==> config.mk <==
export PLATFORM = sky130hd
export DESIGN_NAME = icache_tag_store
export DESIGN_NICKNAME = d
export VERILOG_FILES = /design/src/hw/icache_geom_pkg.sv /design/src/hw/icache_tag_store.sv
export SDC_FILE = /design/constraint.sdc
export NUM_CORES = 2
export LEC_CHECK = 0
export BUFFER_PORTS_ARGS = -buffer_cell sky130_fd_sc_hd__buf_2
export CAP_MARGIN = 20
export CORE_ASPECT_RATIO = 1.25
export CORE_MARGIN = 5
export CORE_UTILIZATION = 40
export DETAILED_ROUTE_END_ITERATION = 8
export PLACE_DENSITY = 0.53
export SLEW_MARGIN = 10
export SYNTH_ARGS = -nofsm -noshare
export SYNTH_HDL_FRONTEND = slang
export SYNTH_SLANG_ARGS = --single-unit
==> constraint.sdc <==
create_clock -name clk -period 3.7 [get_ports clk]
set_input_delay 0.185 -clock clk [delete_from_list [all_inputs] [get_ports clk]]
set_output_delay 0.185 -clock clk [all_outputs]
set_load 0.005 [all_outputs]
==> src/hw/icache_geom_pkg.sv <==
package icache_geom_pkg;

  localparam int ADDR_W   = 32;
  localparam int TAG_W    = 23;
  localparam int INDEX_W  = 6;
  localparam int OFFSET_W = 3;  // byte within the 64-bit word

  localparam int NUM_SETS = 64;
  localparam int NUM_WAYS = 2;
  localparam int WAY_W    = $clog2(NUM_WAYS);

  localparam int WORD_W   = 64;

  // address split for lookup
  // |31      9|8     3|2      0|
  // |   tag   | index | offset |
  typedef struct packed {
    logic [TAG_W-1:0]    tag;
    logic [INDEX_W-1:0]  index;
    logic [OFFSET_W-1:0] offset;
  } fetch_fields_t;

  // raw view for bus addresses, fields view for the tag lookup
  typedef union packed {
    logic [ADDR_W-1:0] raw;
    fetch_fields_t     fields;
  } fetch_addr_u;

endpackage

==> src/hw/icache_tag_store.sv <==
module icache_tag_store (
  input  logic                                clk,
  input  logic                                rst,
  input  logic [icache_geom_pkg::TAG_W-1:0]   lookup_tag_i,
  input  logic [icache_geom_pkg::INDEX_W-1:0] lookup_index_i,
  output logic                                hit_o,
  output logic [icache_geom_pkg::WAY_W-1:0]   hit_way_o,
  output logic [icache_geom_pkg::WAY_W-1:0]   victim_way_o,
  input  logic                                fill_we_i,
  input  logic [icache_geom_pkg::WAY_W-1:0]   fill_way_i,
  input  logic [icache_geom_pkg::INDEX_W-1:0] fill_index_i,
  input  logic [icache_geom_pkg::TAG_W-1:0]   fill_tag_i,
  input  logic                                fill_valid_i,
  input  logic                                clear_i
);

  logic [icache_geom_pkg::TAG_W-1:0] tag_mem [icache_geom_pkg::NUM_WAYS]
                                             [icache_geom_pkg::NUM_SETS];
  logic [icache_geom_pkg::NUM_WAYS-1:0][icache_geom_pkg::NUM_SETS-1:0] valid_q;

  logic [icache_geom_pkg::NUM_WAYS-1:0] way_hit;
  logic [icache_geom_pkg::NUM_WAYS-1:0] way_free;
  logic [icache_geom_pkg::WAY_W-1:0]    rr_q;  // free-running victim pointer

  // all ways compared in parallel
  always_comb begin
    for (int w = 0; w < icache_geom_pkg::NUM_WAYS; w++) begin
      way_hit[w]  = valid_q[w][lookup_index_i] &&
                    (tag_mem[w][lookup_index_i] == lookup_tag_i);
      way_free[w] = !valid_q[w][lookup_index_i];
    end
  end

  assign hit_o = |way_hit;

  // lowest matching way wins, invalid ways are filled before the pointer is used
  always_comb begin
    hit_way_o    = '0;
    victim_way_o = rr_q;
    for (int w = icache_geom_pkg::NUM_WAYS - 1; w >= 0; w--) begin
      if (way_hit[w]) begin
        hit_way_o = icache_geom_pkg::WAY_W'(w);
      end
      if (way_free[w]) begin
        victim_way_o = icache_geom_pkg::WAY_W'(w);
      end
    end
  end

  always_ff @(posedge clk) begin
    if (fill_we_i) begin
      tag_mem[fill_way_i][fill_index_i] <= fill_tag_i;
    end
  end

  // a fill with fill_valid_i low invalidates the line while the refill runs
  always_ff @(posedge clk) begin
    if (rst || clear_i) begin
      valid_q <= '0;
    end else if (fill_we_i) begin
      valid_q[fill_way_i][fill_index_i] <= fill_valid_i;
    end
  end

  always_ff @(posedge clk) begin
    if (rst) begin
      rr_q <= '0;
    end else begin
      rr_q <= rr_q + 1'b1;  // advances every cycle
    end
  end

endmodule

Word level (Yosys, flattened, before mapping)
Memories as Yosys holds them, arrays and structs flattened.
Index checks and enable logic that the tools add are counted.

operators by class
  add/sub/neg operators = 1
  multiply operators = 0
  div/mod/pow operators = 0
  magnitude comparators = 8
  equality and inequality tests = 2
  shift operators = 0
  mux-type cells = 23
  bitwise operators = 2
  reductions and logical operators = 7

operators by type and width
  operator                                                                count
  1472-bit 2-to-1 mux                                                     1
  23-bit binary-select mux with 6-bit select                              2
  23-bit demux with 6-bit select                                          1
  128-bit bitwise mux                                                     1
  23-bit 2-to-1 mux                                                       5
  64-bit demux with 1-bit select                                          1
  64-bit 2-to-1 mux                                                       1
  23-bit equality test                                                    2
  7-bit >= comparator (second input constant)                             2
  6-bit by 7-bit < comparator with 1-bit output (second input constant)   2
  6-bit inverter with 7-bit output                                        2
  1-bit binary-select mux with 6-bit select                               2
  1-bit 2-to-1 mux                                                        8
  7-bit by 1-bit < comparator with 1-bit output (second input constant)   1
  1-bit demux with 6-bit select                                           1
  6-bit by 1-bit >= comparator with 1-bit output (second input constant)  1
  1-bit logical AND                                                       5
  1-bit by 2-bit < comparator with 1-bit output (second input constant)   1
  2-bit OR reduction                                                      1
  1-bit adder (second input constant)                                     1
  1-bit >= comparator (second input constant)                             1
  1-bit logical OR                                                        1

storage, ports and cells
  flip-flop bits (word level) = 129
  bits in latches = 0
  memory bits (writable) = 2944
  bits in read-only memories = 0
  bits of input ports = 64
  output and inout port bits = 3
  word-level logic and storage cells = 47
  memories kept = 1

memories
  name     depth  bits a word  read ports  clocked after Yosys merged registers in  wr ports  line                    RTL
  tag_mem  2      1472         2           0                                        1         icache_tag_store.sv:17  logic [icache_geom_pkg::TAG_W-1:0] tag_mem [icache_geom_pkg::NUM_WAYS]

Depth between registers and ports, before layout
  depth in word-level cells = 8
  gate-level depth with buffers = 16
  mapped depth without buffers = 10

Worst setup path after synthesis
No wires, ideal clock.

  path kind = in2out
  start = input port lookup_index_i[0] in the netlist's numbering
  end = output port hit_way_o
  data arrival time = 2908 ps
  data required time = 3515 ps
  path slack = 607 ps
  stages on the path = 13
  buffers on the path = 4
  cells stage by stage = buf_6 -> buf_4 -> buf_4 -> buf_2 -> nor2_1 -> a221oi_1 -> o32ai_1 -> nor4_1 -> xor2_1 -> or4_1 -> nor4_1 -> nand4_1 -> and2_1

on the way
  cells in the longest elaborated chain, start to end = 8
  elaborated cells between the ends (all ways) = 17
  classes of those cells = 2 x eq/ne; 12 x mux; 1 x bitwise; 2 x reduce/logical

ends and longest elaborated chain
  element                                                 line                    RTL
  from (decl)                                             icache_tag_store.sv:5   input logic [icache_geom_pkg::INDEX_W-1:0] lookup_index_i,
  6-bit inverter with 7-bit output (not written as such)  icache_tag_store.sv:29  (tag_mem[w][lookup_index_i] == lookup_tag_i);
  23-bit binary-select mux with 6-bit select              icache_tag_store.sv:29
  23-bit 2-to-1 mux (not written as such) (2 in a row)    icache_tag_store.sv:29
  23-bit equality test                                    icache_tag_store.sv:29
  1-bit logical AND                                       icache_tag_store.sv:28  way_hit[w] = valid_q[w][lookup_index_i] &&
  1-bit 2-to-1 mux                                        icache_tag_store.sv:41  if (way_hit[w]) begin
  1-bit 2-to-1 mux (*)                                    icache_tag_store.sv:41
  to (decl)                                               icache_tag_store.sv:7   output logic [icache_geom_pkg::WAY_W-1:0] hit_way_o,

Mark *: on every way between the ends. The rest lies on a longest branch, timed or not. The select of a mux whose other input is x is not followed.

Worst setup path after layout
  start = input port lookup_index_i[5] in the netlist's numbering
  end = output port hit_way_o

Same word-level chain as after synthesis.

==> results.ini <==
[sta]
fin_crit_sh_pct=134
fmax_mhz=202
tns_ns=-2.43
whs_ns=0.0337
rsz0062_at_grt=yes
worstMarginPinSlew_ns=1.21
hold_viol=0
report.final.setup_viol=2
drv_slew=0
min_period_ns=4.96
clock_skew_ns=0
finalWorstSetupSlack_ns=-1.26
relSlewSlack_pct=19.1

[worst_setup_path]
reg2reg_from=valid_q[24]
worstPathMaxFanout=8
worstSetupStartpointType=primary input
endpoint_kind=output port
cp-endpoint=hit_way_o
arrival_ns=4.78
crit_start=lookup_index_i[5]
r2r.worst_path.cells=2
rrSetupSlack_ns=2.96
critPathKind=in2out
required_ns=3.51
rr_endpoint=valid_q[24]

[cells_and_area]
regArea_um2=91000
multi_input_area_um2=27000
drive_gt1_share_pct=32.1
layoutNonFillerInstCount=11000
fillCellCount=24600
area_growth_pct=19.1
layout.nets=6877

[floorplan]
die-area_um2=309000
fp.dieW_um=498
io_pins=67
start_util_pct=40.1
core_um2=297000
dieHeight_um=620
core.rowCount=224

[run_status]
outcome=complete, but fails checks
violations=negative setup slack

[synth]
yosys_most_used_dff=edfxtp_1
syn_area_per_cell_um2=20.4
synth_enable_flop_cells=2944
seq_area_frac_synth_pct=76.3
ys_warn_count=0
synth_cells=5857
synth.net_count=5921
ys_ff_latch=3073
ys_async_sr_fraction_pct=0
yosysUniqueCellTypes=71
syn-cell-area_um2=119000

[routing]
drc=0
ant_nets=0
post_drt_wl_per_cell_um=37.3
avgViaCountPerCell=5.95
drt_pass1_iterations=8
totalWireLength_um=410000
drt_iter0_markers=8254
num_vias=65500

[clock_tree]
cts.path.max_buffers=4
clk_pin_slew_worst_paths_ns=0.06
cts.sinks=3073
cts_setup_buffers=0
cts_buffers=314
clock_latency_ns=0.84
cts_tree=built
cts-root-buf=clkbuf_16
htreeDepth=5

[grt]
grt_max_degree=129
grt_use_total_pct=26.1
first_global_vias=65300
antenna_found_initial=32
grt_pass1_wl_um=558000
grt_remaining_overflow=0

[flow_run]
drv_cap=0

[place]
placed_cells=10400
post-dp-hpwl_um=268000
pre_cts_slack_ns=-1.34
gp_congestion=0.970
io_buffers=66

[hold_path]
hold_class=in2reg

[pwr]
p_leak_nw=45.7
peakVddDrop_mv=0.411
power.density_nw_per_um2=521

## registers in the layout, indices dropped and copies added (netlist names)
| name | count |
|---|---|
| rr_q | 1 |
| tag_mem | 2944 |
| valid_q | 128 |
## metrics by stage
step	utilization [%]	instance area, µm²	total power, W
6_report	47.7	142000	0.0739
5_1_grt	47.7	142000	0.0759
4_1_cts	47.7	142000	0.0743
3_5_place_dp	44.3	132000	0.0440
3_3_place_gp	44.3	132000	0.0439
2_1_floorplan	-	119000	0.0410
## timing repair
| action | CTS | global route |
|---|---|---|
| endpoints found under the hold margin | 854 | 36 |
| endpoints found under the setup margin | 2 | 2 |
| resized for setup | 33 | 6 |
| pin swaps | 8 | 3 |
| hold buffers | 22 | 1 |
## metal layers
layer / GRT usage [%] / vias up / routed length (µm)
met3: 4.57 / 828 / 30800
met2: 42.3 / 3123 / 197000
li1: - / 26300 / -
met5: 0 / - / 21
met1: 33.5 / 35200 / 155000
met4: 14.9 / 4 / 28200
## final cells by class
type / instances / area share [%]
flip-flops and latches: 3073 / 64.1
multi-input cells: 2425 / 19.0
repair buffers: 993 / 6.57
clock buffers: 410 / 5.99
well taps: 3955 / 3.49
clock inverters: 134 / 0.803
diodes: 12 / 0.0211
inverters: 6 / 0.0203
## where the power goes
part | internal [W] | total, W | switching (W) | leakage (nW)
clock network | 0.0174 | 0.0306 | 0.0132 | 4.72
logic | 0.00187 | 0.00509 | 0.00322 | 13.5
registers | 0.0382 | 0.0382 | 0.0000285 | 27.5
## synth_stat cells, types with 37 or more instances
| cell | n | share of area, % |
|---|---|---|
| edfxtp_1 | 2944 | 74 |
| mux4_2 | 669 | 13 |
| mux2i_1 | 284 | 2.4 |
| nand2_1 | 261 | 0.82 |
| a21oi_1 | 201 | 0.84 |
| nor2_1 | 199 | 0.63 |
| o21ai_0 | 156 | 0.65 |
| clkbuf_1 | 150 | 0.47 |
| dfxtp_1 | 129 | 2.2 |
| o22ai_1 | 97 | 0.51 |
| a22oi_1 | 90 | 0.57 |
| buf_2 | 89 | 0.37 |
| buf_6 | 54 | 0.51 |
| o221ai_1 | 52 | 0.38 |
| nand3_1 | 49 | 0.21 |
| buf_4 | 37 | 0.23 |
## how the worst min path moves through the flow
stage                            end  slack, ns  cells after the start            start
floorplan                       rr_q       0.25                      1              rst
global placement                rr_q       0.36                      2              rst
detailed placement              rr_q       0.36                      2              rst
CTS                      valid_q[82]      0.007                      5  fill_index_i[1]
global route        tag_mem[1][1132]       0.02                      1    fill_tag_i[5]
finish              tag_mem[1][1132]       0.03                      1    fill_tag_i[5]
## logic make-up (layout without fill, tap and decap cells)
family,Yosys count,count (layout),share of synthesized area [%]
AO/OA/AOI/OAI,748,748,3.98
XOR/XNOR,41,41,0.301
buffers and inverters,359,1543,1.70
flip-flops,3073,3073,76.3
multiplexers,972,972,15.2
other,0,12,0
AND/OR/NAND/NOR,664,664,2.49
## critical path, cell delays in order
cell	delay [ns]
buf_2	0.36
inv_1	0.29
buf_4	0.23
nor2_2	0.49
nand2_1	0.44
o22ai_1	0.55
nor4_4	0.10
xnor2_1	0.15
or4_4	0.54
nor4_4	0.22
nand4_1	0.55
buf_4	0.36
and2_4	0.16
buf_6	0.11
## cells in the final DEF, fill, tap and decap left out, types with 12 or more instances in the layout
cell type and n:
clkinv_2 42, nand2_1 260, buf_12 147, dlygate4sd3_1 23
a221oi_1 26, nand4_1 14, clkbuf_1 78, buf_2 37
a21oi_1 200, o22ai_1 94, a22oi_1 90, xor2_1 16
mux4_2 669, diode_2 12, clkinv_1 58, clkbuf_16 323
xnor2_1 24, o21ai_1 14, o21ai_0 154, nor2_1 67
nor3_1 20, o221ai_1 52, bufinv_16 17, mux2_2 14
nor2_4 50, edfxtp_1 2944, nor4_1 14, and3_1 12
dfxtp_1 129, buf_4 779, o211ai_1 23, nor2_2 83
nand3_1 49, mux2i_1 281
(Power assumes the default switching activity.)
