## src/hw/icache_geom_pkg.sv

```systemverilog
package icache_geom_pkg;

  localparam int ADDR_W   = 32;
  localparam int TAG_W    = 23;
  localparam int INDEX_W  = 6;
  localparam int OFFSET_W = 3;  // byte within the 64-bit word

  localparam int NUM_SETS = 64;
  localparam int NUM_WAYS = 2;
  localparam int WAY_W    = $clog2(NUM_WAYS);

  localparam int WORD_W   = 64;

  // address split for lookup
  // |31      9|8     3|2      0|
  // |   tag   | index | offset |
  typedef struct packed {
    logic [TAG_W-1:0]    tag;
    logic [INDEX_W-1:0]  index;
    logic [OFFSET_W-1:0] offset;
  } fetch_fields_t;

  // raw view for bus addresses, fields view for the tag lookup
  typedef union packed {
    logic [ADDR_W-1:0] raw;
    fetch_fields_t     fields;
  } fetch_addr_u;

endpackage

```

## src/hw/icache_bus_pkg.sv

```systemverilog
package icache_bus_pkg;

  // read response codes, same encoding as the refill bus
  typedef enum logic [1:0] {
    OKAY   = 2'b00,
    EXOKAY = 2'b01,
    SLVERR = 2'b10,
    DECERR = 2'b11
  } resp_e;

  // response towards the fetch unit
  typedef struct packed {
    logic [icache_geom_pkg::WORD_W-1:0] data;
    resp_e                              resp;
  } fetch_rsp_t;

  // single-beat response from memory
  typedef struct packed {
    logic [icache_geom_pkg::WORD_W-1:0] data;
    resp_e                              resp;
  } mem_rsp_t;

  // configuration register select
  typedef enum logic [1:0] {
    CTRL       = 2'd0,
    HIT_COUNT  = 2'd1,
    MISS_COUNT = 2'd2
  } cfg_addr_e;

endpackage

```

## src/hw/icache_ctrl_regs.sv

```systemverilog
module icache_ctrl_regs (
  input  logic                      clk,
  input  logic                      rst,
  input  logic                      cfg_we_i,
  input  icache_bus_pkg::cfg_addr_e cfg_addr_i,
  input  logic [31:0]               cfg_wdata_i,
  output logic [31:0]               cfg_rdata_o,
  output logic                      enable_o,
  output logic                      flush_req_o,
  input  logic                      flush_ack_i,
  input  logic                      hit_i,
  input  logic                      miss_i
);

  logic        enable_q;
  logic        flush_pend_q;
  logic [31:0] hit_cnt_q;
  logic [31:0] miss_cnt_q;
  logic        ctrl_wr;

  assign ctrl_wr = cfg_we_i && (cfg_addr_i == icache_bus_pkg::CTRL);

  always_ff @(posedge clk) begin
    if (rst) begin
      enable_q     <= 1'b1;  // cache on out of reset
      flush_pend_q <= 1'b0;
    end else begin
      if (flush_ack_i) begin
        flush_pend_q <= 1'b0;
      end
      if (ctrl_wr) begin
        enable_q <= cfg_wdata_i[0];
        if (cfg_wdata_i[1]) begin
          flush_pend_q <= 1'b1;  // a new request wins over the ack
        end
      end
    end
  end

  always_ff @(posedge clk) begin
    if (rst) begin
      hit_cnt_q  <= '0;
      miss_cnt_q <= '0;
    end else begin
      if (hit_i) begin
        hit_cnt_q <= hit_cnt_q + 1'b1;
      end
      if (miss_i) begin
        miss_cnt_q <= miss_cnt_q + 1'b1;
      end
    end
  end

  always_comb begin
    case (cfg_addr_i)
      icache_bus_pkg::CTRL:       cfg_rdata_o = {30'b0, flush_pend_q, enable_q};
      icache_bus_pkg::HIT_COUNT:  cfg_rdata_o = hit_cnt_q;
      icache_bus_pkg::MISS_COUNT: cfg_rdata_o = miss_cnt_q;
      default:                    cfg_rdata_o = '0;
    endcase
  end

  assign enable_o    = enable_q;
  assign flush_req_o = flush_pend_q;

endmodule

```

## config.mk

```make
export PLATFORM = sky130hd
export DESIGN_NAME = icache_ctrl_regs
export DESIGN_NICKNAME = d
export VERILOG_FILES = /design/src/hw/icache_geom_pkg.sv /design/src/hw/icache_bus_pkg.sv /design/src/hw/icache_ctrl_regs.sv
export SDC_FILE = /design/constraint.sdc
export NUM_CORES = 1
export LEC_CHECK = 0
export ABC_AREA = 1
export BUFFER_PORTS_ARGS = -buffer_cell sky130_fd_sc_hd__buf_4
export CAP_MARGIN = 30
export CORE_MARGIN = 2
export CORE_UTILIZATION = 25
export CTS_CLUSTER_DIAMETER = 50
export DETAILED_ROUTE_END_ITERATION = 8
export HOLD_SLACK_MARGIN = 0.15
export PLACE_DENSITY = 0.46
export SLEW_MARGIN = 20
export SYNTH_ARGS = -nofsm -noshare
export SYNTH_HDL_FRONTEND = slang
export SYNTH_SLANG_ARGS = --single-unit
```

## constraint.sdc

```tcl
create_clock -name clk -period 1.4 [get_ports clk]
set_input_delay 0.14 -clock clk [delete_from_list [all_inputs] [get_ports clk]]
set_output_delay 0.14 -clock clk [all_outputs]
set_load 0.01 [all_outputs]
```

### Yosys cells after proc, flatten, opt, wreduce, memory -nomap -nowiden

Index checks and enable logic that the tools add are counted.
W data, S select, Z words.

| word-level totals | value |
|---|---|
| bits in registers | 66 |
| bits in latches | 0 |
| bits in writable memories | 0 |
| memory bits (read-only) | 0 |
| logic and storage cells | 14 |
| memories kept | 0 |

| operators by class | value |
|---|---|
| add/sub/neg operators | 2 |
| $mul | 0 |
| div/mod/pow operators | 0 |
| order comparisons | 0 |
| eq/ne operators | 2 |
| shift operators | 0 |
| mux-type cells | 4 |
| bitwise gates (word level) | 0 |
| reduce and logical (&&, ||, !) cells | 2 |

Operators with widths:

| kind | count |
|---|---|
| $pmux W32 S3 | 1 |
| $add A32 B1 Y32 const B | 2 |
| $mux W1 | 3 |
| $eq A2 B1 Y1 const B | 1 |
| $eq A2 B2 Y1 const B | 1 |
| $logic_not A2 Y1 | 1 |
| $logic_and A1 B1 Y1 | 1 |

### Depth between registers and ports, before layout

Gate-level depths: netlist of run 1.

| depth | value |
|---|---|
| depth in word-level cells | 3 |
| depth in mapped cells | 9 |
| mapped depth without buffers | 9 |

### Worst setup path after synthesis of run 1

Ideal clock, no wire load.

| timing | value |
|---|---|
| path kind | reg2reg |
| from | reg hit_cnt_q[0] |
| to | reg hit_cnt_q[26] |
| arrival | 1196 ps |
| path slack | 89 ps |
| cell stages (with the launch flop) | 9 |
| clock period less this slack | 1311 ps |
| cell sequence | dfxtp_1 > ha_1 > inv_1 > nor2_4 > nand3b_1 > nor2_4 > nand3_1 > nand2_1 > nor2_1 |

| on the way | value |
|---|---|
| longest elaborated chain between the ends | 1 |

Ends and longest elaborated chain:

| item | RTL line | source |
|---|---|---|
| start: declaration | icache_ctrl_regs.sv:17 | `logic [31:0] hit_cnt_q;` |
| start signal: assignment | icache_ctrl_regs.sv:46 | `hit_cnt_q <= hit_cnt_q + 1'b1;` |
| $add A32 B1 Y32 | icache_ctrl_regs.sv:46 |  |

Every way passes these cells.
A chain may end at the register's enable or synchronous reset.

### Worst setup path after layout of run 1

| timing | value |
|---|---|
| from | reg miss_cnt_q[0] |
| to | out cfg_rdata_o[0] |

| on the way | value |
|---|---|
| longest elaborated chain between the ends | 1 |

Ends and longest elaborated chain:

| item | RTL line | source |
|---|---|---|
| start: declaration | icache_ctrl_regs.sv:18 | `logic [31:0] miss_cnt_q;` |
| start signal: assignment | icache_ctrl_regs.sv:49 | `miss_cnt_q <= miss_cnt_q + 1'b1;` |
| $pmux W32 S3 | icache_ctrl_regs.sv:55 | `case (cfg_addr_i)` |
| end: declaration | icache_ctrl_regs.sv:7 | `output logic [31:0] cfg_rdata_o,` |

Every way passes these cells.

==> flow_metrics.env, run 1 <==
export IMPL_clock_tree_from_tritoncts="built"
export IMPL_cp_slowest_stage_delay_ps=360
export IMPL_dpl_hpwl_mm=10.01
export IMPL_period_utilization=1.004
export IMPL_max_cap_violations=0
export IMPL_critical_path_required_ps=1260
export IMPL_area_growth_pct=36.57
export IMPL_cts_buffers_inserted=9
export IMPL_timing_slew_headroom=0.7650
export IMPL_coreArea_sq_um=15830
export IMPL_io_buffers=43
export IMPL_grt_overflow=0
export IMPL_static_leakage_power_nw=2.137
export IMPL_critical_path_class="flip-flop to primary output"
export IMPL_die_width_um=131.2
export IMPL_final_core_density=0.3492
export IMPL_post_synth_instance_area_sq_um=4048
export IMPL_antenna_found_initial=0
export IMPL_worstPathCellList="buf_6 -> inv_4 -> buf_6 -> o221ai_4 -> buf_6"
export IMPL_syn_mean_instance_area_sq_um=6.315
export IMPL_die_footprint_sq_um=17220
export IMPL_ctsHtreeMaxLevel=3
export IMPL_violations="negative setup slack"
export IMPL_place_ws_ps=-72.99
export IMPL_drt_pass1_iter_count=5
export IMPL_wl_per_cell_um=13.82
export IMPL_hold_slack_ps=182.6
export IMPL_critPathLaunchType="flip-flop"
export IMPL_syn_instance_count=641
export IMPL_via_count=4309
export IMPL_grt_pass1_wl_mm=20.64
export IMPL_final_setup_worst_slack_ps=-5.236
export IMPL_post_drt_via_cell_ratio=4.560
export IMPL_die_y_um=131.2
export IMPL_outcome="complete, but fails checks"
export IMPL_finalNonFillerCells=945
export IMPL_synth_seq_cells=66
export IMPL_global_route_usage_total=0.1509
export IMPL_hp_class="primary input to flip-flop"
export IMPL_synth_net_count=683
export IMPL_insertion_delay_ps=340
export IMPL_critical_path_endpoint_type="primary output"
export IMPL_maxSlewViolCount=0
export IMPL_clockBufferDepth=2
export IMPL_fillCellCount=1730
export IMPL_grt_setup_unrepaired="yes"
export IMPL_final_setup_skew_ps=5.429
export IMPL_layout_commonest_cell="sky130_fd_sc_hd__nand2_1"
export IMPL_dpl_cell_count=919
export IMPL_cts_root_buffer="sky130_fd_sc_hd__clkbuf_16"
export IMPL_layout_drive_gt1_share=0.2908
export IMPL_drt_wl_total_mm=13.06
export IMPL_io_pin_count=74
export IMPL_timing_final_setup_violations=1
export IMPL_critPathArrivalTime_ps=1270
export IMPL_grt_max_degree=53
export IMPL_place_gp_congestion=0.8582
export IMPL_drc=0
export IMPL_clock_pin_slew_of_the_registers_on_the_worst_case_setup_and_hold_paths_ps=50
export IMPL_floorplan_rows=46
export IMPL_timing_final_hold_violations=0
export IMPL_p_per_area_nw_per_um2=765.5
export IMPL_floorplan_initialDensity=0.2557
export IMPL_netlist_cell_type_count=29
export IMPL_worst_path_max_fanout=4
export IMPL_fmaxAchievable_ghz=0.7116
export IMPL_initialDrtViolationCount=271
export IMPL_design_final_nets=767
export IMPL_crit_slowest_cell="sky130_fd_sc_hd__dfxtp_2"
export IMPL_actual_slew_at_the_worst_max_slew_pin_ps=352.5
export IMPL_maximum_vdd_ir_drop_v=0.0005444
export IMPL_drtAntennaViolNets=0
export IMPL_layout_common_cells="134 x sky130_fd_sc_hd__nand2_1, 84 x sky130_fd_sc_hd__nor2_1, 78 x sky130_fd_sc_hd__inv_1"
export IMPL_timing_critical_path_mode_cell="sky130_fd_sc_hd__buf_6"
export IMPL_yosysWarningCount=0
export IMPL_final_area_sq_um=5528
export IMPL_place_area_sq_um=4832
export IMPL_grt_pass1_vias=4140
export IMPL_finalWorstPathRequiredPeriod_ps=1405
export IMPL_seq_total_area_yosys=0.3264
export IMPL_cts_num_sinks=66
export IMPL_antenna_diode_count=0
where the power goes:
group | total, mW | switching (mW) | internal [mW] | leakage (nW)
sequential | 1.91 | 0.0148 | 1.89 | 0.541
combinational | 0.312 | 0.177 | 0.135 | 1.48
clock | 2.01 | 0.817 | 1.19 | 0.118
total | 4.23 | 1.01 | 3.22 | 2.14
cell families (layout without fill, tap and decap cells):
logic type,Yosys count,count (layout),share of synthesized area
AOI/OAI and AO/OA,85,85,0.1119
xor gates and xnor gates,2,2,0.004328
adders and majority gates,2,2,0.006181
buffers and inverters,103,191,0.1051
DFF,66,66,0.3264
and+or+nand+nor,383,383,0.4461
cell usage after synthesis (all sizes together):
library cell | count | area share
a211oi | 1 | 0.0019
a21oi | 33 | 0.041
buf | 7 | 0.011
bufinv | 1 | 0.0043
clkbuf | 8 | 0.0074
dfxtp | 66 | 0.33
ha | 2 | 0.0062
inv | 87 | 0.082
nand2 | 156 | 0.15
nand3 | 65 | 0.085
nand3b | 2 | 0.0037
nand4 | 15 | 0.023
nor2 | 130 | 0.16
nor3 | 14 | 0.019
nor3b | 1 | 0.0019
o21ai | 33 | 0.041
o221ai | 1 | 0.0022
o22ai | 17 | 0.026
xor2 | 2 | 0.0043
registers in the layout, indices dropped and copies added (netlist names):
signal	cells
enable_o	1
hit_cnt_q	32
flush_req_o	1
miss_cnt_q	32
final timing paths:
check	startpoint	endpoint	slack [ps]	cells past startpoint
max	miss_cnt_q[0]	cfg_rdata_o[0]	-5	5
max reg2reg	hit_cnt_q[1]	hit_cnt_q[30]	20	8
min	miss_i	miss_cnt_q[2]	180	3
min reg2reg	hit_cnt_q[20]	hit_cnt_q[20]	490	1
metal layers:
layer / GRT usage / routed length [um] / vias to the layer above
li1: - / - / 2232
met5: 0 / 0 / -
met4: 0.06884 / 366 / 0
met1: 0.1788 / 5752 / 1994
met3: 0.01890 / 315 / 23
met2: 0.2713 / 6624 / 60
what timing repair did:
| action | 4_1_cts | 5_1_grt |
|---|---|---|
| endpoints found under the setup margin | 23 | 46 |
| gates resized for setup | 21 | 86 |
| hold buffers | 7 | 0 |
| hold endpoints to repair | 5 | 0 |
| setup buffers | 1 | 3 |
| pin swaps | 6 | 28 |
per-stage QoR:
stage | total power, mW | TNS (ps)
5_1_grt | 4.351 | -679.3
3_3_place_gp | 2.202 | -21.70
4_1_cts | 4.237 | -72.74
2_1_floorplan | 2.083 | 0
6_report | 4.231 | -5.236
3_5_place_dp | 2.207 | -269.8
area by class of cell:
type                    count  area [sq um]  share of cell area
multi-input cells         472          2590              0.4685
repair buffers             88         721.9              0.1306
inverters                  88         351.6             0.06360
well taps                 216         270.3             0.04889
clock buffers              15         247.7             0.04482
flip-flops and latches     66          1346              0.2435
worst max-delay path: cells and delay by family, from the launching register on:
family          cells  cell delay (ps)
flops               1              360
buf+inv             4              400
compound gates      1              170
Power figures use the tool's default switching activity.
==> run 2: changes to the inputs <==
Settings changed: PLACE_DENSITY 0.46 to 0.41.
==> flow_metrics.env, run 2 (synthesis gave the netlist of run 1 again) <==
export IMPL_maximum_vdd_ir_drop_v=0.0005446
export IMPL_max_cap_violations=0
export IMPL_crit_slowest_cell="sky130_fd_sc_hd__dfxtp_1"
export IMPL_post_drt_via_cell_ratio=4.511
export IMPL_worst_r2r_startpoint="hit_cnt_q[1]"
export IMPL_die_y_um=131.2
export IMPL_worst_path_max_fanout=3
export IMPL_critical_path_required_ps=1260
export IMPL_antenna_diode_count=0
export IMPL_via_count=4308
export IMPL_io_pin_count=74
export IMPL_grt_pass1_wl_mm=21.68
export IMPL_coreArea_sq_um=15830
export IMPL_final_setup_skew_ps=8.616
export IMPL_critical_path_endpoint_type="primary output"
export IMPL_insertion_delay_ps=350
export IMPL_area_growth_pct=38.58
export IMPL_timing_final_setup_violations=0
export IMPL_clock_pin_slew_of_the_registers_on_the_worst_case_setup_and_hold_paths_ps=50
export IMPL_layout_commonest_cell="sky130_fd_sc_hd__nand2_1"
export IMPL_finalWorstPathRequiredPeriod_ps=1366
export IMPL_final_setup_worst_slack_ps=33.98
export IMPL_hp_class="primary input to flip-flop"
export IMPL_cp_slowest_stage_delay_ps=400
export IMPL_floorplan_initialDensity=0.2557
export IMPL_timing_final_hold_violations=0
export IMPL_outcome="finished, final reports clean"
export IMPL_timing_critical_path_mode_cell="sky130_fd_sc_hd__buf_4"
export IMPL_maxSlewViolCount=0
export IMPL_floorplan_rows=46
export IMPL_clockBufferDepth=2
export IMPL_design_final_nets=776
export IMPL_period_utilization=0.9757
export IMPL_critical_path_endpoint="cfg_rdata_o[5]"
export IMPL_worst_r2r_path_depth=8
export IMPL_ctsHtreeMaxLevel=3
export IMPL_timing_slew_headroom=0.7457
export IMPL_grt_pass1_vias=4244
export IMPL_fillCellCount=1715
export IMPL_critical_path_class="flip-flop to primary output"
export IMPL_io_buffers=43
export IMPL_cts_root_buffer="sky130_fd_sc_hd__clkbuf_16"
export IMPL_static_leakage_power_nw=2.186
export IMPL_worstSetupStartpoint="miss_cnt_q[5]"
export IMPL_place_gp_congestion=0.8635
export IMPL_reg_largest_list="hit_cnt_q: 32 flops, miss_cnt_q: 32 flops"
export IMPL_drc=0
export IMPL_final_area_sq_um=5609
export IMPL_die_width_um=131.2
export IMPL_worstPathCellList="buf_4 -> nand3_1 -> o21ai_1 -> buf_4"
export IMPL_cts_num_sinks=66
export IMPL_r2r_setup_slack_ps=60
export IMPL_drt_wl_total_mm=13.38
export IMPL_dpl_hpwl_mm=10.40
export IMPL_drt_pass1_iter_count=4
export IMPL_drtAntennaViolNets=0
export IMPL_grt_max_degree=53
export IMPL_critPathLaunchType="flip-flop"
export IMPL_layout_common_cells="134 x sky130_fd_sc_hd__nand2_1, 86 x sky130_fd_sc_hd__nor2_1, 86 x sky130_fd_sc_hd__buf_4"
export IMPL_path_depth=4
export IMPL_actual_slew_at_the_worst_max_slew_pin_ps=381.5
export IMPL_place_area_sq_um=4880
export IMPL_critPathArrivalTime_ps=1230
export IMPL_timing_rr_end="hit_cnt_q[18]"
export IMPL_grt_overflow=0
export IMPL_critical_path_top_delay_family="flip-flops"
export IMPL_grt_setup_unrepaired="yes"
export IMPL_clock_tree_from_tritoncts="built"
export IMPL_fmaxAchievable_ghz=0.7321
export IMPL_wl_per_cell_um=14.01
export IMPL_antenna_found_initial=0
export IMPL_critical_path_buf_inv_count=2
export IMPL_die_footprint_sq_um=17220
export IMPL_place_ws_ps=-29.50
export IMPL_layout_drive_gt1_share=0.3112
export IMPL_initialDrtViolationCount=195
export IMPL_p_per_area_nw_per_um2=782.8
export IMPL_cts_buffers_inserted=9
export IMPL_global_route_usage_total=0.1593
## run 2: cell types whose count changed in the layout (fill, tap and decap cells not counted), moves of 4 or more
cell	change
sky130_fd_sc_hd__buf_4	+12
sky130_fd_sc_hd__clkbuf_1	-4
sky130_fd_sc_hd__dfxtp_1	-5
sky130_fd_sc_hd__dfxtp_2	+6
sky130_fd_sc_hd__inv_2	-4
sky130_fd_sc_hd__nand3_1	+4
sky130_fd_sc_hd__nand3_2	-5
sky130_fd_sc_hd__o21ai_1	-4
## run 2: stage by stage
step                      hold WS (ps)  utilization  TNS (ps)  instances  total power [mW]
after floorplan                  216.1            -         0        641             2.083
after global placement           343.4       0.3083    -2.818        927             2.196
after detailed placement         340.7       0.3083    -122.0        927             2.199
after CTS                        252.6       0.3343    -5.218        951             4.430
after global routing             277.7       0.3544    -528.6        955             4.555
final                            244.0       0.3544         0        955             4.391
## run 2: layout make-up
type | instances | area (sq um) | share of cell area
Inverter | 88 | 356.6 | 0.06357
Timing Repair Buffer | 97 | 770.7 | 0.1374
Tap cell | 216 | 270.3 | 0.04818
Multi-Input combinational cell | 472 | 2577 | 0.4595
Clock inverter | 2 | 10.01 | 0.001785
Sequential cell | 66 | 1350 | 0.2407
Clock buffer | 14 | 274.0 | 0.04885
## run 2: report_power, final
group	internal (mW)	total, mW	switching (mW)
Sequential	1.89	1.91	0.0115
Clock	1.34	2.19	0.848
Combinational	0.125	0.298	0.173
## run 2: worst min-delay path: stages
cell	delay (ps)
sky130_fd_sc_hd__buf_4	120
sky130_fd_sc_hd__nor2_1	100
sky130_fd_sc_hd__nand2_1	90
sky130_fd_sc_hd__nand2_1	50
sky130_fd_sc_hd__nand3_1	60
## run 2: repair_timing
item | CTS | global route
hold buffers | 7 | 0
setup buffers | 1 | 6
pin swaps | 8 | 26
endpoints found under the hold margin | 4 | 0
endpoints found under the setup margin | 20 | 60
resized for setup | 22 | 84
## run 2: routing by layer
layer  wire, um  global-route usage  vias to the layer above
met5          0                   0                        -
met4        252             0.07609                        0
li1           -                   -                     2254
met3        405             0.01775                       16
met1       6045              0.1979                     1983
met2       6672              0.2751                       55
## run 2: worst min path at each step
| stage | startpoint | end | depth (start not counted) |
|---|---|---|---|
| 2_1_floorplan | rst | hit_cnt_q[16] | 1 |
| 5_1_grt | cfg_addr_i[0] | enable_o | 5 |
| 3_5_place_dp | cfg_wdata_i[0] | enable_o | 3 |
| 4_1_cts | cfg_addr_i[0] | enable_o | 5 |
| 3_3_place_gp | cfg_wdata_i[0] | enable_o | 3 |
| 6_report | cfg_addr_i[0] | enable_o | 5 |
==> run 3: changes to the inputs <==
Settings changed: ABC_AREA 1 to 0, SETUP_SLACK_MARGIN set to 0.4.
==> flow_metrics.env, run 3 <==
export IMPL_finalWorstPathRequiredPeriod_ps=1824
export IMPL_critPathLaunchType="flip-flop"
export IMPL_netlist_cell_type_count=40
export IMPL_ys_flop_type="sky130_fd_sc_hd__dfxtp_1"
export IMPL_place_ws_ps=-463.0
export IMPL_final_setup_skew_ps=6.048
export IMPL_routed_wl_met2_mm=5.927
export IMPL_maximum_vdd_ir_drop_v=0.0004708
export IMPL_synth_seq_cells=66
export IMPL_layout_drive_gt1_share=0.5868
export IMPL_grt_max_degree=40
export IMPL_syn_instance_count=406
export IMPL_drt_wl_total_mm=11.89
export IMPL_ctsHtreeMaxLevel=3
export IMPL_global_route_usage_total=0.1660
export IMPL_clockBufferDepth=2
export IMPL_maxSlewViolCount=0
export IMPL_timing_slew_headroom=0.6460
export IMPL_cts_num_sinks=66
export IMPL_die_width_um=121.3
export IMPL_yosysWarningCount=0
export IMPL_top_signal_layer_used="met4"
export IMPL_timing_final_hold_violations=0
export IMPL_die_y_um=121.3
export IMPL_route_met3_wl_um=357
export IMPL_p_per_area_nw_per_um2=673.6
export IMPL_layout_common_cells="100 x sky130_fd_sc_hd__buf_6, 71 x sky130_fd_sc_hd__buf_4, 44 x sky130_fd_sc_hd__dfxtp_2"
export IMPL_antenna_diode_count=0
export IMPL_clock_tree_from_tritoncts="built"
export IMPL_grt_pass1_vias=3794
export IMPL_synth_commonest_cells="66 x sky130_fd_sc_hd__dfxtp_1, 39 x sky130_fd_sc_hd__a21oi_1, 29 x sky130_fd_sc_hd__a22o_1, 26 x sky130_fd_sc_hd__nor2_1"
export IMPL_timing_final_setup_violations=44
export IMPL_via_count=3761
export IMPL_leading_cell_type_by_number_of_instances_after_synthesis="sky130_fd_sc_hd__dfxtp_1"
export IMPL_postSynth_asyncResetShare=0
export IMPL_design_final_nets=613
export IMPL_clock_pin_slew_of_the_registers_on_the_worst_case_setup_and_hold_paths_ps=50
export IMPL_post_drt_via_cell_ratio=5.001
export IMPL_number_of_flops_mapped_to_enable_cells_by_yosys=0
export IMPL_whs_path_depth=4
export IMPL_post_synth_instance_area_sq_um=3437
export IMPL_insertion_delay_ps=340
export IMPL_antenna_found_initial=0
export IMPL_synth_top_cells_by_area="sky130_fd_sc_hd__dfxtp_1 38%, sky130_fd_sc_hd__a22o_1 7.4%, sky130_fd_sc_hd__a21oi_1 5.7%"
export IMPL_final_core_density=0.4698
export IMPL_final_setup_worst_slack_ps=-424.0
export IMPL_cts_root_buffer="sky130_fd_sc_hd__clkbuf_16"
export IMPL_area_growth_pct=82.45
export IMPL_place_gp_congestion=0.7529
export IMPL_floorplan_rows=42
export IMPL_grt_setup_unrepaired="yes"
export IMPL_layout_commonest_cell="sky130_fd_sc_hd__buf_6"
export IMPL_dpl_cell_count=697
export IMPL_dpl_hpwl_mm=7.400
export IMPL_yosys_area_top_type_share=0.3844
export IMPL_synth_net_count=448
export IMPL_critical_path_endpoint_type="flip-flop"
export IMPL_drc=0
export IMPL_critPathArrivalTime_ps=2090
export IMPL_worst_path_max_fanout=6
export IMPL_period_utilization=1.303
export IMPL_drtAntennaViolNets=0
export IMPL_critical_path_class="flip-flop to flip-flop"
export IMPL_final_area_sq_um=6271
export IMPL_floorplan_initialDensity=0.2575
export IMPL_die_footprint_sq_um=14700
export IMPL_place_area_sq_um=4796
export IMPL_seq_total_area_yosys=0.3844
export IMPL_critical_path_required_ps=1670
export IMPL_finalNonFillerCells=752
export IMPL_grt_pass1_wl_mm=18.93
export IMPL_hp_class="primary input to flip-flop"
export IMPL_syn_mean_instance_area_sq_um=8.466
export IMPL_reg_largest_list="hit_cnt_q: 32 flops, miss_cnt_q: 32 flops"
export IMPL_coreArea_sq_um=13350
export IMPL_crit_slowest_cell="sky130_fd_sc_hd__or4_4"
export IMPL_fmaxAchievable_ghz=0.5482
export IMPL_hold_slack_ps=199.8
export IMPL_netlist_top_cell_by_area="sky130_fd_sc_hd__dfxtp_1"
export IMPL_max_cap_violations=0
export IMPL_cp_slowest_stage_delay_ps=540
export IMPL_static_leakage_power_nw=2.446
export IMPL_outcome="complete, but fails checks"
export IMPL_violations="negative setup slack"
export IMPL_io_pin_count=74
export IMPL_grt_overflow=0
export IMPL_actual_slew_at_the_worst_max_slew_pin_ps=531.0
export IMPL_worst_r2r_path_depth=6
export IMPL_drt_pass1_iter_count=4
export IMPL_io_buffers=43
export IMPL_initialDrtViolationCount=144
export IMPL_wl_per_cell_um=15.81
export IMPL_met1Wirelength_mm=5.420
export IMPL_worstPathCellList="nand3_2 -> or4_4 -> clkbuf_16 -> buf_6 -> or3_1 -> a21oi_1"
export IMPL_cts_buffers_inserted=9
-- run 3: cell count changes after synthesis, moves of 15 or more --
cell / previous run / this run
sky130_fd_sc_hd__nand2_1: 144 / 25
sky130_fd_sc_hd__inv_1: 85 / 9
sky130_fd_sc_hd__nor2_1: 99 / 26
sky130_fd_sc_hd__nand3_1: 61 / 16
sky130_fd_sc_hd__a22o_1: 0 / 29
sky130_fd_sc_hd__or4_1: 0 / 25
sky130_fd_sc_hd__o31ai_1: 0 / 22
sky130_fd_sc_hd__nor2_2: 18 / 0
sky130_fd_sc_hd__o22ai_1: 17 / 0
sky130_fd_sc_hd__o21ai_0: 33 / 18
sky130_fd_sc_hd__or3_1: 0 / 15
-- run 3: report_power, final --
| group | internal (mW) | switching (mW) |
|---|---|---|
| Combinational | 0.116 | 0.138 |
| Sequential | 1.89 | 0.0215 |
| Clock | 1.22 | 0.840 |
| Total | 3.22 | 1.00 |
-- run 3: cell type report --
cell class	count	area [sq um]
Timing Repair Buffer	182	1844
Inverter	9	33.78
Clock inverter	5	20.02
Sequential cell	66	1395
Multi-Input combinational cell	303	2515
Clock buffer	11	242.7
Tap cell	176	220.2
Fill cell	1280	7077
-- run 3: layer usage --
layer / track usage / vias up
met5: 0 / -
met4: 0.05388 / 0
met3: 0.04840 / 12
met2: 0.2777 / 46
met1: 0.2046 / 1822
li1: - / 1881
-- run 3: repair_timing --
| action | in CTS | in global routing |
|---|---|---|
| gates resized for setup | 144 | 79 |
| hold endpoints to repair | 2 | 0 |
| gates cloned | 1 | 1 |
| setup buffers | 17 | 17 |
| pin swaps | 58 | 35 |
| hold buffers | 3 | 0 |
| endpoints found under the setup margin | 91 | 92 |
-- run 3: worst max-delay path: cells and delay by family (launching register included) --
family	cells	cell delay (ps)
flops	1	340
simple gates	3	970
compound gates	1	130
buf+inv	2	310
-- run 3: final timing paths --
path                     to  slack, ps            from
max          miss_cnt_q[23]       -420  miss_cnt_q[12]
min            hit_cnt_q[4]        200           hit_i
max reg2reg  miss_cnt_q[23]       -420  miss_cnt_q[12]
min reg2reg  miss_cnt_q[30]        510  miss_cnt_q[30]
-- run 3: through the flow --
stage,setup TNS [ps],power (mW)
final,-13360,4.224
after global placement,-12150,2.169
after CTS,-13340,4.299
after detailed placement,-13110,2.170
after global routing,-15840,4.373
after floorplan,-8439,2.058
-- run 3: cells by family after synthesis --
family	Yosys count	synth area share
buffers and inverters	38	0.04550
AND/OR/NAND/NOR	161	0.2745
flip-flops	66	0.3844
adder cells (fa/ha/maj)	2	0.007280
multiplexers	7	0.02148
AO/OA/AOI/OAI	112	0.2159
XOR/XNOR	20	0.05097
